### config.mk
export PLATFORM = sky130hd
export DESIGN_NAME = missDelayLine
export DESIGN_NICKNAME = d
export VERILOG_FILES = /design/src/memPkg.sv /design/src/missDelayLine.sv
export SDC_FILE = /design/constraint.sdc
export NUM_CORES = 1
export LEC_CHECK = 0
export BUFFER_PORTS_ARGS = -buffer_cell sky130_fd_sc_hd__buf_2
export CAP_MARGIN = 20
export CELL_PAD_IN_SITES_DETAIL_PLACEMENT = 0
export CELL_PAD_IN_SITES_GLOBAL_PLACEMENT = 1
export CORE_MARGIN = 2
export CORE_UTILIZATION = 46
export CTS_BUF_LIST = sky130_fd_sc_hd__clkbuf_4
export DETAILED_ROUTE_END_ITERATION = 6
export PLACE_DENSITY_LB_ADDON = 0.2
export SLEW_MARGIN = 5
export SYNTH_ARGS = -nofsm -noshare
export SYNTH_HDL_FRONTEND = slang
export SYNTH_SLANG_ARGS = --single-unit
### constraint.sdc
create_clock -name clk -period 0.8 [get_ports clk]
set_clock_uncertainty 0.1 [all_clocks]
set_input_delay 0.08 -clock clk [delete_from_list [all_inputs] [get_ports clk]]
set_output_delay 0.08 -clock clk [all_outputs]
set_load 0.01 [all_outputs]
### src/memPkg.sv
package memPkg;

    localparam int MemBytes    = 1024; // Backing store size.
    localparam int AddrWidth   = 32;
    localparam int DataWidth   = 32;
    localparam int MissLatency = 10;   // Delay stages before memory.
    localparam int CacheLines  = 16;   // One halfword per line.
    localparam int IndexBits   = 4;    // Address bits 4..1.
    localparam int TagBits     = 5;    // Address bits 9..5.

    typedef enum logic [1:0] {
        OpNone,
        OpLoad,
        OpStoreHalf,
        OpStoreByte
    } memOp_e;

    // A request is live whenever op is not OpNone.
    typedef struct packed {
        memOp_e               op;
        logic [AddrWidth-1:0] pc;
        logic [AddrWidth-1:0] addr;
        logic [DataWidth-1:0] data; // Stores use the low halfword.
    } memReq_t;

    typedef struct packed {
        logic                 valid;
        logic [AddrWidth-1:0] pc;
        logic [AddrWidth-1:0] addr;
        logic [DataWidth-1:0] data; // Halfword, zero-extended.
    } memResp_t;

    typedef struct packed {
        logic                 valid;
        logic [AddrWidth-1:0] addr;
        logic [15:0]          data;
        logic                 isByte; // Only the addressed byte changed.
    } storeCommit_t;

endpackage

### src/missDelayLine.sv
module missDelayLine
    import memPkg::*;
(
    input  logic    clk,
    input  logic    rstn,
    input  memReq_t in,
    output memReq_t out
);

    memOp_e  opStage  [MissLatency];
    memReq_t reqStage [MissLatency]; // Op field here is not used.

    always_ff @(posedge clk or negedge rstn) begin
        if (!rstn) begin
            for (int i = 0; i < MissLatency; i++) begin
                opStage[i] <= OpNone;
            end
        end else begin
            opStage[0] <= in.op;
            for (int i = 1; i < MissLatency; i++) begin
                opStage[i] <= opStage[i-1];
            end
        end
    end

    always_ff @(posedge clk) begin
        reqStage[0] <= in;
        for (int i = 1; i < MissLatency; i++) begin
            reqStage[i] <= reqStage[i-1];
        end
    end

    // Oldest entry feeds the memory.
    always_comb begin
        out    = reqStage[MissLatency-1];
        out.op = opStage[MissLatency-1];
    end

endmodule

==> results.md <==
- Status: finished, violations left
- Failing checks: negative setup slack
- Seq/Total Area, Yosys: 0.9992
- Worst setup SP type: flip-flop
- Final hold violations: 0
- R2R Setup Slk: 0.21 ns
- Crit path buffers/inverters: 1
- DRC errors left: 0
- Hold_buf cts: 198
- WP data arrival: 1.44 ns
- FP Rows: 75
- R2R Path Start: opStage[6]$_DFF_PN0_
- Area Overhead vs Synth: 33.96%
- Worst-path fanout max: 1
- Core Box Area: 0.04213 sq mm
- Vias: 8485
- Chip Width: 211.1 microns
- Crit path max-delay family: flip-flops
- Measured slew at the worst slew-check pin: 0.4391 ns
- H-tree depth: 4
- Max-slew violations: 0
- RSZ-0062 raised after global routing: yes
- Final worst-path setup slack: -0.8215 ns
- Fin cells: 2304
- Period minus WS final: 1.622 ns
- GR Util All Layers: 0.1098
- HPWL after DPL: 11110 microns
- Setup Viol. Count Final: 98
- Hold crit path type: in2async
- MaxCap Viol Count: 0
- Synth Cell Area: 0.01973 sq mm
- Worst EP required: 0.62 ns
- Fin crit share: 2.027
- Clock latency on the worst-skew pair: 0.94 ns
- Vias in the first global route: 9048
- Final ANT Viol Nets: 0
- Die ar.: 0.04457 sq mm
- Iter 0 DRT Violations: 194
- VDD IR-drop max: 0.002400 V
- Mean area per synthesized cell: 20.10 sq um
- DP Cell Count: 1716
- Clock Sink Count: 980
- Drt pass-1 iters: 4
- Clock slew at reported path FFs: 0.07 ns
- Clk buf depth: 3
- Crit end category: output pin
- Root Driver: clkbuf_4
- RR Endpoint: opStage[4]$_DFF_PN0_
- TritonCTS Buffers: 214
- Combined area of the multi-input logic cells: 0 sq um
- Pre-CTS setup slack: 0.1444 ns
- Yosys warns: 0
- Vias per inst: 3.683
- Boundary Pins: 198
- Fmax: 0.6167 GHz
- Proportion of netlist area held by the largest area contributor: 0.9739
- Largest net degree at the start of global routing: 21
- PwrDens: 3402 mW/mm^2
- Hold Slack: 0.06085 ns
- Initial antenna violation count: 3
- Total grt overflow: 0
- Synthesized instance count: 982
- CTS tree: done
- # nets final: 1691
- Cell variety after synth: 3
- CP cell instances: buf_2
- Vert. Die Dim: 211.1 microns
- Final-layout fill cell count: 3106
- Multi-input gates: 0
- Final WL: 23080 microns
- Pleak: 11.68 nW
- R2r worst-path depth: 0
- First-pass GRT wire length: 37470 microns
- Worst setup path class: reg2out
- Top post-synthesis cells by area: dfxtp_1 97%, dfrtp_1 2.5%, buf_4 0.076%
- Synth area leader: dfxtp_1
- WL per Instance: 10.02 microns
- Number of synthesized register bits: 980
- Max transition margin: 0.7073
- PortBufs: 197
- Layout cells sized above 1: 0.3290
- Post-CTS Setup Inserts: 0
- FF+latch area: 0.01976 sq mm
- Initial core utilization: 0.4684
- Post-synth net total: 1082
- Placer congestion estimate: 0.6415
- Slowest-stage cell, CP: dfrtp_1
- Worst path max stage delay: 0.37 ns
[metrics by stage]
stage               cell area (sq um)  TNS (ns)    util  power [mW]
finish                          26440    -72.24  0.6274       89.93
global route                    26440    -91.27  0.6274       94.76
CTS                             26280    -91.67  0.6237       91.77
detailed placement              21380         0  0.5074       53.78
global placement                21380         0  0.5074       53.69
floorplan                       19730         0       -       53.02
[registers in the layout, summed over array words and instances (netlist names)]
signal	flops
out	2
opStage	18
reqStage	960
[placed cells by master, fill, tap and decap left out, types with 3 or more instances in the layout]
| cell type | instances |
|---|---|
| clkinv_1 | 39 |
| diode_2 | 5 |
| dfxtp_2 | 36 |
| buf_6 | 36 |
| bufinv_16 | 3 |
| clkbuf_4 | 330 |
| dlygate4sd3_1 | 198 |
| clkinv_4 | 3 |
| inv_2 | 4 |
| dfrtp_1 | 20 |
| clkinv_2 | 4 |
| buf_2 | 161 |
| dfxtp_1 | 924 |
[report_power, final]
part | internal (mW) | total, mW | leakage, nW | switching (mW)
combinational | 1.07 | 1.53 | 1.68 | 0.457
sequential | 51.4 | 52.0 | 8.33 | 0.569
clock | 19.7 | 36.4 | 1.67 | 16.7
total | 72.3 | 89.9 | 11.7 | 17.7
[Yosys cell counts]
| cell type | n |
|---|---|
| buf_4 | 2 |
| dfrtp_1 | 20 |
| dfxtp_1 | 960 |
[final cells by class]
type | instances | area share
flip-flops and latches | 980 | 0.7476
repair buffers | 395 | 0.1208
clock buffers | 330 | 0.09371
well taps | 539 | 0.02551
clock inverters | 55 | 0.01188
diodes | 5 | 0.0004733
[kinds of logic (layout without fill, tap and decap cells)]
kind of cell,after synthesis,after routing,synth area share
DFF,980,980,0.9992
buffers and inverters,2,780,0.0007606
other,0,5,0
[timing repair]
item                       CTS  global route
hold endpoints to repair   118             2
gates resized for setup     34            38
setup endpoints to repair   98            98
[layer usage]
metal / up-vias / track usage / part of all wire
li1: 4436 / - / -
met2: 228 / 0.1709 / 0.48
met5: - / 0 / 0
met1: 3760 / 0.1052 / 0.42
met4: 0 / 0.09543 / 0.035
met3: 61 / 0.06021 / 0.069
[worst max-delay path by stage]
stage	from	endpoint	cells after the start
2_1_floorplan	out[96]$_DFF_PN0_	out[96]	1
3_3_place_gp	reqStage[9][22]$_DFF_P_	out[22]	1
3_5_place_dp	reqStage[9][76]$_DFF_P_	out[76]	1
4_1_cts	out[97]$_DFF_PN0_	out[97]	1
5_1_grt	out[97]$_DFF_PN0_	out[97]	1
6_report	out[97]$_DFF_PN0_	out[97]	1
No activity file was read; power rests on OpenSTA's default activity.
