<file path="src/memPkg.sv">
package memPkg;

    localparam int MemBytes    = 1024; // Backing store size.
    localparam int AddrWidth   = 32;
    localparam int DataWidth   = 32;
    localparam int MissLatency = 10;   // Delay stages before memory.
    localparam int CacheLines  = 16;   // One halfword per line.
    localparam int IndexBits   = 4;    // Address bits 4..1.
    localparam int TagBits     = 5;    // Address bits 9..5.

    typedef enum logic [1:0] {
        OpNone,
        OpLoad,
        OpStoreHalf,
        OpStoreByte
    } memOp_e;

    // A request is live whenever op is not OpNone.
    typedef struct packed {
        memOp_e               op;
        logic [AddrWidth-1:0] pc;
        logic [AddrWidth-1:0] addr;
        logic [DataWidth-1:0] data; // Stores use the low halfword.
    } memReq_t;

    typedef struct packed {
        logic                 valid;
        logic [AddrWidth-1:0] pc;
        logic [AddrWidth-1:0] addr;
        logic [DataWidth-1:0] data; // Halfword, zero-extended.
    } memResp_t;

    typedef struct packed {
        logic                 valid;
        logic [AddrWidth-1:0] addr;
        logic [15:0]          data;
        logic                 isByte; // Only the addressed byte changed.
    } storeCommit_t;

endpackage

</file>
<file path="src/cacheLookup.sv">
module cacheLookup
    import memPkg::*;
(
    input  logic         clk,
    input  logic         rstn,
    input  memReq_t      req,
    input  memResp_t     fill,
    input  storeCommit_t commit,
    output memResp_t     hitResp,
    output memReq_t      missReq
);

    logic                 lineValid [CacheLines];
    logic [TagBits-1:0]   lineTag   [CacheLines];
    logic [15:0]          lineData  [CacheLines];

    logic [IndexBits-1:0] reqIdx;
    logic [TagBits-1:0]   reqTag;
    logic                 isHit;

    logic [IndexBits-1:0] fillIdx;
    logic [TagBits-1:0]   fillTag;
    logic [IndexBits-1:0] cmtIdx;
    logic [TagBits-1:0]   cmtTag;
    logic                 cmtMatch;

    logic                 hitValid;
    logic [AddrWidth-1:0] hitPc;
    logic [AddrWidth-1:0] hitAddr;
    logic [15:0]          hitData;

    assign reqIdx  = req.addr[IndexBits:1];
    assign reqTag  = req.addr[IndexBits+TagBits:IndexBits+1];
    assign fillIdx = fill.addr[IndexBits:1];
    assign fillTag = fill.addr[IndexBits+TagBits:IndexBits+1];
    assign cmtIdx  = commit.addr[IndexBits:1];
    assign cmtTag  = commit.addr[IndexBits+TagBits:IndexBits+1];

    assign isHit    = (req.op == OpLoad) && lineValid[reqIdx] && (lineTag[reqIdx] == reqTag);
    assign cmtMatch = commit.valid && lineValid[cmtIdx] && (lineTag[cmtIdx] == cmtTag);

    // Everything except a load hit goes down the miss path.
    always_comb begin
        missReq    = req;
        missReq.op = OpNone;
        unique case (req.op)
            OpLoad:      missReq.op = isHit ? OpNone : OpLoad;
            OpStoreHalf: missReq.op = OpStoreHalf;
            OpStoreByte: missReq.op = OpStoreByte;
            default:     missReq.op = OpNone;
        endcase
    end

    always_ff @(posedge clk or negedge rstn) begin
        if (!rstn) begin
            hitValid <= 1'b0;
        end else begin
            hitValid <= isHit;
        end
    end

    always_ff @(posedge clk) begin
        hitPc   <= req.pc;
        hitAddr <= req.addr;
        hitData <= lineData[reqIdx];
    end

    assign hitResp = '{valid: hitValid,
                       pc:    hitPc,
                       addr:  hitAddr,
                       data:  {{(DataWidth-16){1'b0}}, hitData}};

    // Stores never allocate, so only fills set a line valid.
    always_ff @(posedge clk or negedge rstn) begin
        if (!rstn) begin
            for (int i = 0; i < CacheLines; i++) begin
                lineValid[i] <= 1'b0;
            end
        end else if (fill.valid) begin
            lineValid[fillIdx] <= 1'b1;
        end
    end

    always_ff @(posedge clk) begin
        if (fill.valid) begin
            lineTag[fillIdx]  <= fillTag;
            lineData[fillIdx] <= fill.data[15:0];
        end
        // Commit last so it wins on a shared line.
        if (cmtMatch) begin
            if (!commit.isByte) begin
                lineData[cmtIdx] <= commit.data;
            end else if (commit.addr[0]) begin
                lineData[cmtIdx][15:8] <= commit.data[7:0]; // Upper byte.
            end else begin
                lineData[cmtIdx][7:0] <= commit.data[7:0];
            end
        end
    end

endmodule

</file>
<file path="config.mk">
export PLATFORM = sky130hd
export DESIGN_NAME = cacheLookup
export DESIGN_NICKNAME = d
export VERILOG_FILES = /design/src/memPkg.sv /design/src/cacheLookup.sv
export SDC_FILE = /design/constraint.sdc
export NUM_CORES = 1
export LEC_CHECK = 0
export BUFFER_PORTS_ARGS = -buffer_cell sky130_fd_sc_hd__clkbuf_2
export CAP_MARGIN = 20
export CORE_MARGIN = 3
export CORE_UTILIZATION = 50
export CTS_BUF_LIST = sky130_fd_sc_hd__clkbuf_16
export CTS_CLUSTER_DIAMETER = 80
export CTS_CLUSTER_SIZE = 40
export DETAILED_ROUTE_END_ITERATION = 10
export PLACE_DENSITY_LB_ADDON = 0.12
export SETUP_SLACK_MARGIN = 0.4
export SYNTH_ARGS = -nofsm -noshare
export SYNTH_HDL_FRONTEND = slang
export SYNTH_SLANG_ARGS = --single-unit
</file>
<file path="constraint.sdc">
create_clock -name clk -period 9.7 [get_ports clk]
set_input_delay 2.91 -clock clk [delete_from_list [all_inputs] [get_ports clk]]
set_output_delay 2.91 -clock clk [all_outputs]
set_load 0.01 [all_outputs]
</file>
==> summary by stage <==
Run status
The flow ran to the end, and the final reports show no timing, DRC or antenna violations.

Route
The overall routed net length is approximately 67000 um. In the final routed layout, each cell accounts on average for 29.41 um. The number of antenna-violating nets in the routed design is 0. The remaining design rule violation count is 0.

In this run, the number of DRC markers left after iteration 0 of detailed routing was 1979. The count of vias placed by the detailed router is around 15k. The pre-antenna-repair detailed-routing pass consisted of 5 iterations.

Dividing the detail-routed via count by the number of cells gives 6.559.

CTS
After clock tree synthesis, the flow added hold-fix buffers numbering 0. At the later pin of the worst-skew pair, clock insertion delay measures 0.64 ns. Clock-pin slew was measured on the worst setup and hold paths at approximately 0.09 ns. In this run, CTS created clock tree buffers numbering 28. CTS saw 433 sinks. The buffer cell driving the clock tree root is sky130_fd_sc_hd__clkbuf_16.

The buffer levels on the longest clock path is 3. TritonCTS built the clock tree. In this run, post-CTS repair resized a total of 0 instances. After clock tree synthesis, the setup repair step added 0 buffers. The total number of H-tree levels is 1.

Finish
In the final layout, flip-flops and latches occupy 12120 um2. In the final layout, the share of cells above drive strength 1 is 0.3576. The filler cell count is between 3k and 4k. The relative area change from synthesis to final layout is 9.368%.

The multi-input combinational cells in the finished layout cover a total of 8253 um2. Once layout is done, the placed cells without fillers occupy 23870 um2. The number of nets in the finished design is a little under 2k. The finished layout holds 2286 standard cells, fillers aside. Leaving out fill and tap cells, the most frequent cell in the layout is sky130_fd_sc_hd__edfxtp_1. The top cell types in the final layout, fill and taps aside, are sky130_fd_sc_hd__edfxtp_1, sky130_fd_sc_hd__clkbuf_2, sky130_fd_sc_hd__a21oi_1.

Global route
For this run, the total global-route usage over all layers was measured as 0.2851. The first-pass GRT wire length is roughly 99000 um. The initial antenna violation count was 6. The maximum number of pins on one net before global-route repair is 110. The aggregate global routing overflow is 0. The met2 capacity usage during global routing is 0.4583. For met3 alone, demand over resource in global routing was 0.06511. The number of global-route vias before repair was ~15k. The global routing usage on met1 is 0.3820. The busiest metal layer after global routing is met2.

Worst setup path
The library cell contributing the largest single delay on the critical path is sky130_fd_sc_hd__mux4_2. The dominant cell type by count on the critical path is sky130_fd_sc_hd__mux4_2. The data required time of the critical path is 6.79 ns. By startpoint and endpoint, the worst setup path is classified as primary input to primary output. Of all nets on the critical path, the largest fanout is 37. Walking the worst path, the cells encountered are buf_6, mux4_2, mux4_2, xnor2_1, nand4_1, nor2_1, nor2b_1, clkbuf_2. STA classifies the critical path endpoint as a primary output. The number of buffer and inverter instances along the worst setup path is 2.

The largest stage delay on the critical path is between 0.5 and 0.6 ns. The kind of launch point of the worst setup path is a primary input. The kind of cell with the highest combined delay on the critical path is multiplexers. STA puts the critical path data arrival time at 5.30 ns.

Logic synthesis
A synthesized cell averages approximately 14 um2. Synthesis handed over a netlist of between 1.5k and 2k instances. In this run, synthesis inferred 336 flip-flops with an integrated enable. Among all flip-flop cells after synthesis, the most frequent one is sky130_fd_sc_hd__edfxtp_1. For this run, asynchronously set or reset flops after synthesis account for 0.03926. The area share of the largest cell type after synthesis is 0.4623. The share of the Yosys chip area taken by registers is 0.5552. The number of different library cells used by synthesis comes to 44. By area the synthesized netlist is led by sky130_fd_sc_hd__edfxtp_1, sky130_fd_sc_hd__mux4_2, sky130_fd_sc_hd__dfxtp_1.

The post-synthesis cell type with the largest combined area is sky130_fd_sc_hd__edfxtp_1. Synthesis inferred 433 register bits. Yosys printed 0 warnings. The mapped netlist covers between 20000 and 25000 um2.

Run
Across the run, the number of max-cap violations was 0.

STA
The maximum clock rate is 121.8 MHz. After routing, the total negative slack on setup checks comes to 0 ns. The ratio of final minimum period to clock period is 0.8461. Setup repair after global routing left no endpoint under its margin.

The total count of max-transition violations in the final report is 0. At the pin with the least slew margin, the transition time is 1.247 ns. Final hold analysis gives a worst-case slack of 0.4956 ns. Measured against its own limit, the worst slew margin works out to 0.1687.

The hold violation count in the final report is 0. Counting I/O delays and the setup requirement, the final critical path takes 8.207 ns. Across the routed clock network, the largest skew measured is 0.04980 ns. The number of endpoints failing setup at the final stage is 0.

Place
Including well taps, the total number of placed cells is about 2.2k. Port buffering added 268 buffers. The placed standard-cell area is 22730 um2. Detailed placement finished with a half-perimeter wire length of 43730 um. The final weighted congestion of routability-driven global placement is roughly 0.84.

Floorplanning
The die is 214.9 um tall. The cell row count is 75. For this configuration, the core starts out at a cell density of 0.5134. The placeable core area is 42510 um2. In this run the horizontal extent of the chip is roughly 210 um. The die outline area is roughly 46000 um2. The number of top-level pins is 442.

Hold path
The worst hold-check path type is flip-flop to flip-flop.

Power
The cell leakage power is ~8.4 nW. The total power consumption of the routed design is 0.003983 W. The worst-case IR drop observed on VDD is 0.0001720 V. Dividing total power by cell area gives a power density of 166.9 nW/um2.
[worst reg2reg max path: stages (launching register included)]
cell                       delay [ns]
sky130_fd_sc_hd__edfxtp_1        0.38
sky130_fd_sc_hd__mux2i_1         0.08
sky130_fd_sc_hd__mux4_2          0.51
sky130_fd_sc_hd__xnor2_1         0.14
sky130_fd_sc_hd__nor4b_1         0.76
sky130_fd_sc_hd__o22a_4          0.66
sky130_fd_sc_hd__nand4b_1        0.58
sky130_fd_sc_hd__nand2_1         0.53
[where the power goes]
group,internal [W],leakage [nW],switching [W]
logic,0.000180,3.97,0.000309
registers,0.00206,3.89,0.0000229
clock network,0.000609,0.522,0.000802
[cell families (layout without fill, tap and decap cells)]
group	count (synthesis)	after routing	synth area share
buffers and inverters	290	367	0.07212
XOR/XNOR	9	9	0.003612
AND/OR/NAND/NOR	177	177	0.03922
multiplexers	283	283	0.2049
flip-flops	433	433	0.5552
other	1	19	0.0001718
AO/OA/AOI/OAI	421	421	0.1248
[metrics by stage]
step | util | setup slack, ns
finish | 0.5615 | 1.493
global route | 0.5615 | 1.321
CTS | 0.5609 | 1.426
detailed placement | 0.5347 | 1.437
global placement | 0.5347 | 1.432
floorplan | - | 1.500
[flip-flops by register name, summed over array words and instances (netlist names)]
register   cells
hitValid       1
lineData     256
lineValid     16
hitData       16
hitPc         32
hitAddr       32
lineTag       80
[routing by layer]
layer / vias up / wire, um
li1: 6403 / -
met1: 7459 / 25510
met4: 6 / 2697
met2: 968 / 31930
met3: 158 / 7048
met5: - / 33
[cell type report]
class	instances	area share
well taps	577	0.03025
clock inverters	24	0.01730
repair buffers	297	0.06652
inverters	18	0.002831
diodes	3	0.0003145
multi-input cells	906	0.3458
clock buffers	28	0.02936
flip-flops and latches	433	0.5077
[worst paths after layout]
check                                              start                   endpoint  slack (ns)  cells after the start
worst max-delay path                             req[33]                missReq[96]        1.49                      8
max in group asynchronous                           rstn  lineValid[14]$_DFFE_PN0P_        7.10                      1
worst min register to register  lineValid[2]$_DFFE_PN0P_   lineValid[2]$_DFFE_PN0P_        0.50                      1
worst min-delay path            lineValid[2]$_DFFE_PN0P_   lineValid[2]$_DFFE_PN0P_        0.50                      1
worst max register to register  lineTag[11][1]$_DFFE_PP_   lineData[1][1]$_DFFE_PP_        5.67                      7
min in group asynchronous                           rstn         hitValid$_DFF_PN0_        2.24                      1
[Yosys cell counts (2+ instances only)]
cell	count
sky130_fd_sc_hd__edfxtp_1	336
sky130_fd_sc_hd__a21oi_1	258
sky130_fd_sc_hd__a2111oi_0	130
sky130_fd_sc_hd__mux2_2	128
sky130_fd_sc_hd__buf_4	122
sky130_fd_sc_hd__mux4_2	118
sky130_fd_sc_hd__clkbuf_1	100
sky130_fd_sc_hd__dfxtp_1	80
sky130_fd_sc_hd__nand2_1	80
sky130_fd_sc_hd__mux2i_1	36
sky130_fd_sc_hd__buf_1	28
sky130_fd_sc_hd__buf_2	22
sky130_fd_sc_hd__nor2_1	21
sky130_fd_sc_hd__nand3_1	20
sky130_fd_sc_hd__inv_1	18
sky130_fd_sc_hd__dfrtp_1	17
sky130_fd_sc_hd__nand2b_1	17
sky130_fd_sc_hd__nor3_1	10
sky130_fd_sc_hd__a22oi_1	8
sky130_fd_sc_hd__o31ai_2	8
sky130_fd_sc_hd__xnor2_1	8
sky130_fd_sc_hd__nor2b_1	7
sky130_fd_sc_hd__a22o_1	6
sky130_fd_sc_hd__nand4b_1	6
sky130_fd_sc_hd__nand4_1	5
sky130_fd_sc_hd__a21o_1	3
sky130_fd_sc_hd__and2_0	3
sky130_fd_sc_hd__and2_1	2
sky130_fd_sc_hd__o21a_1	2
No activity file was read; power rests on OpenSTA's default activity.
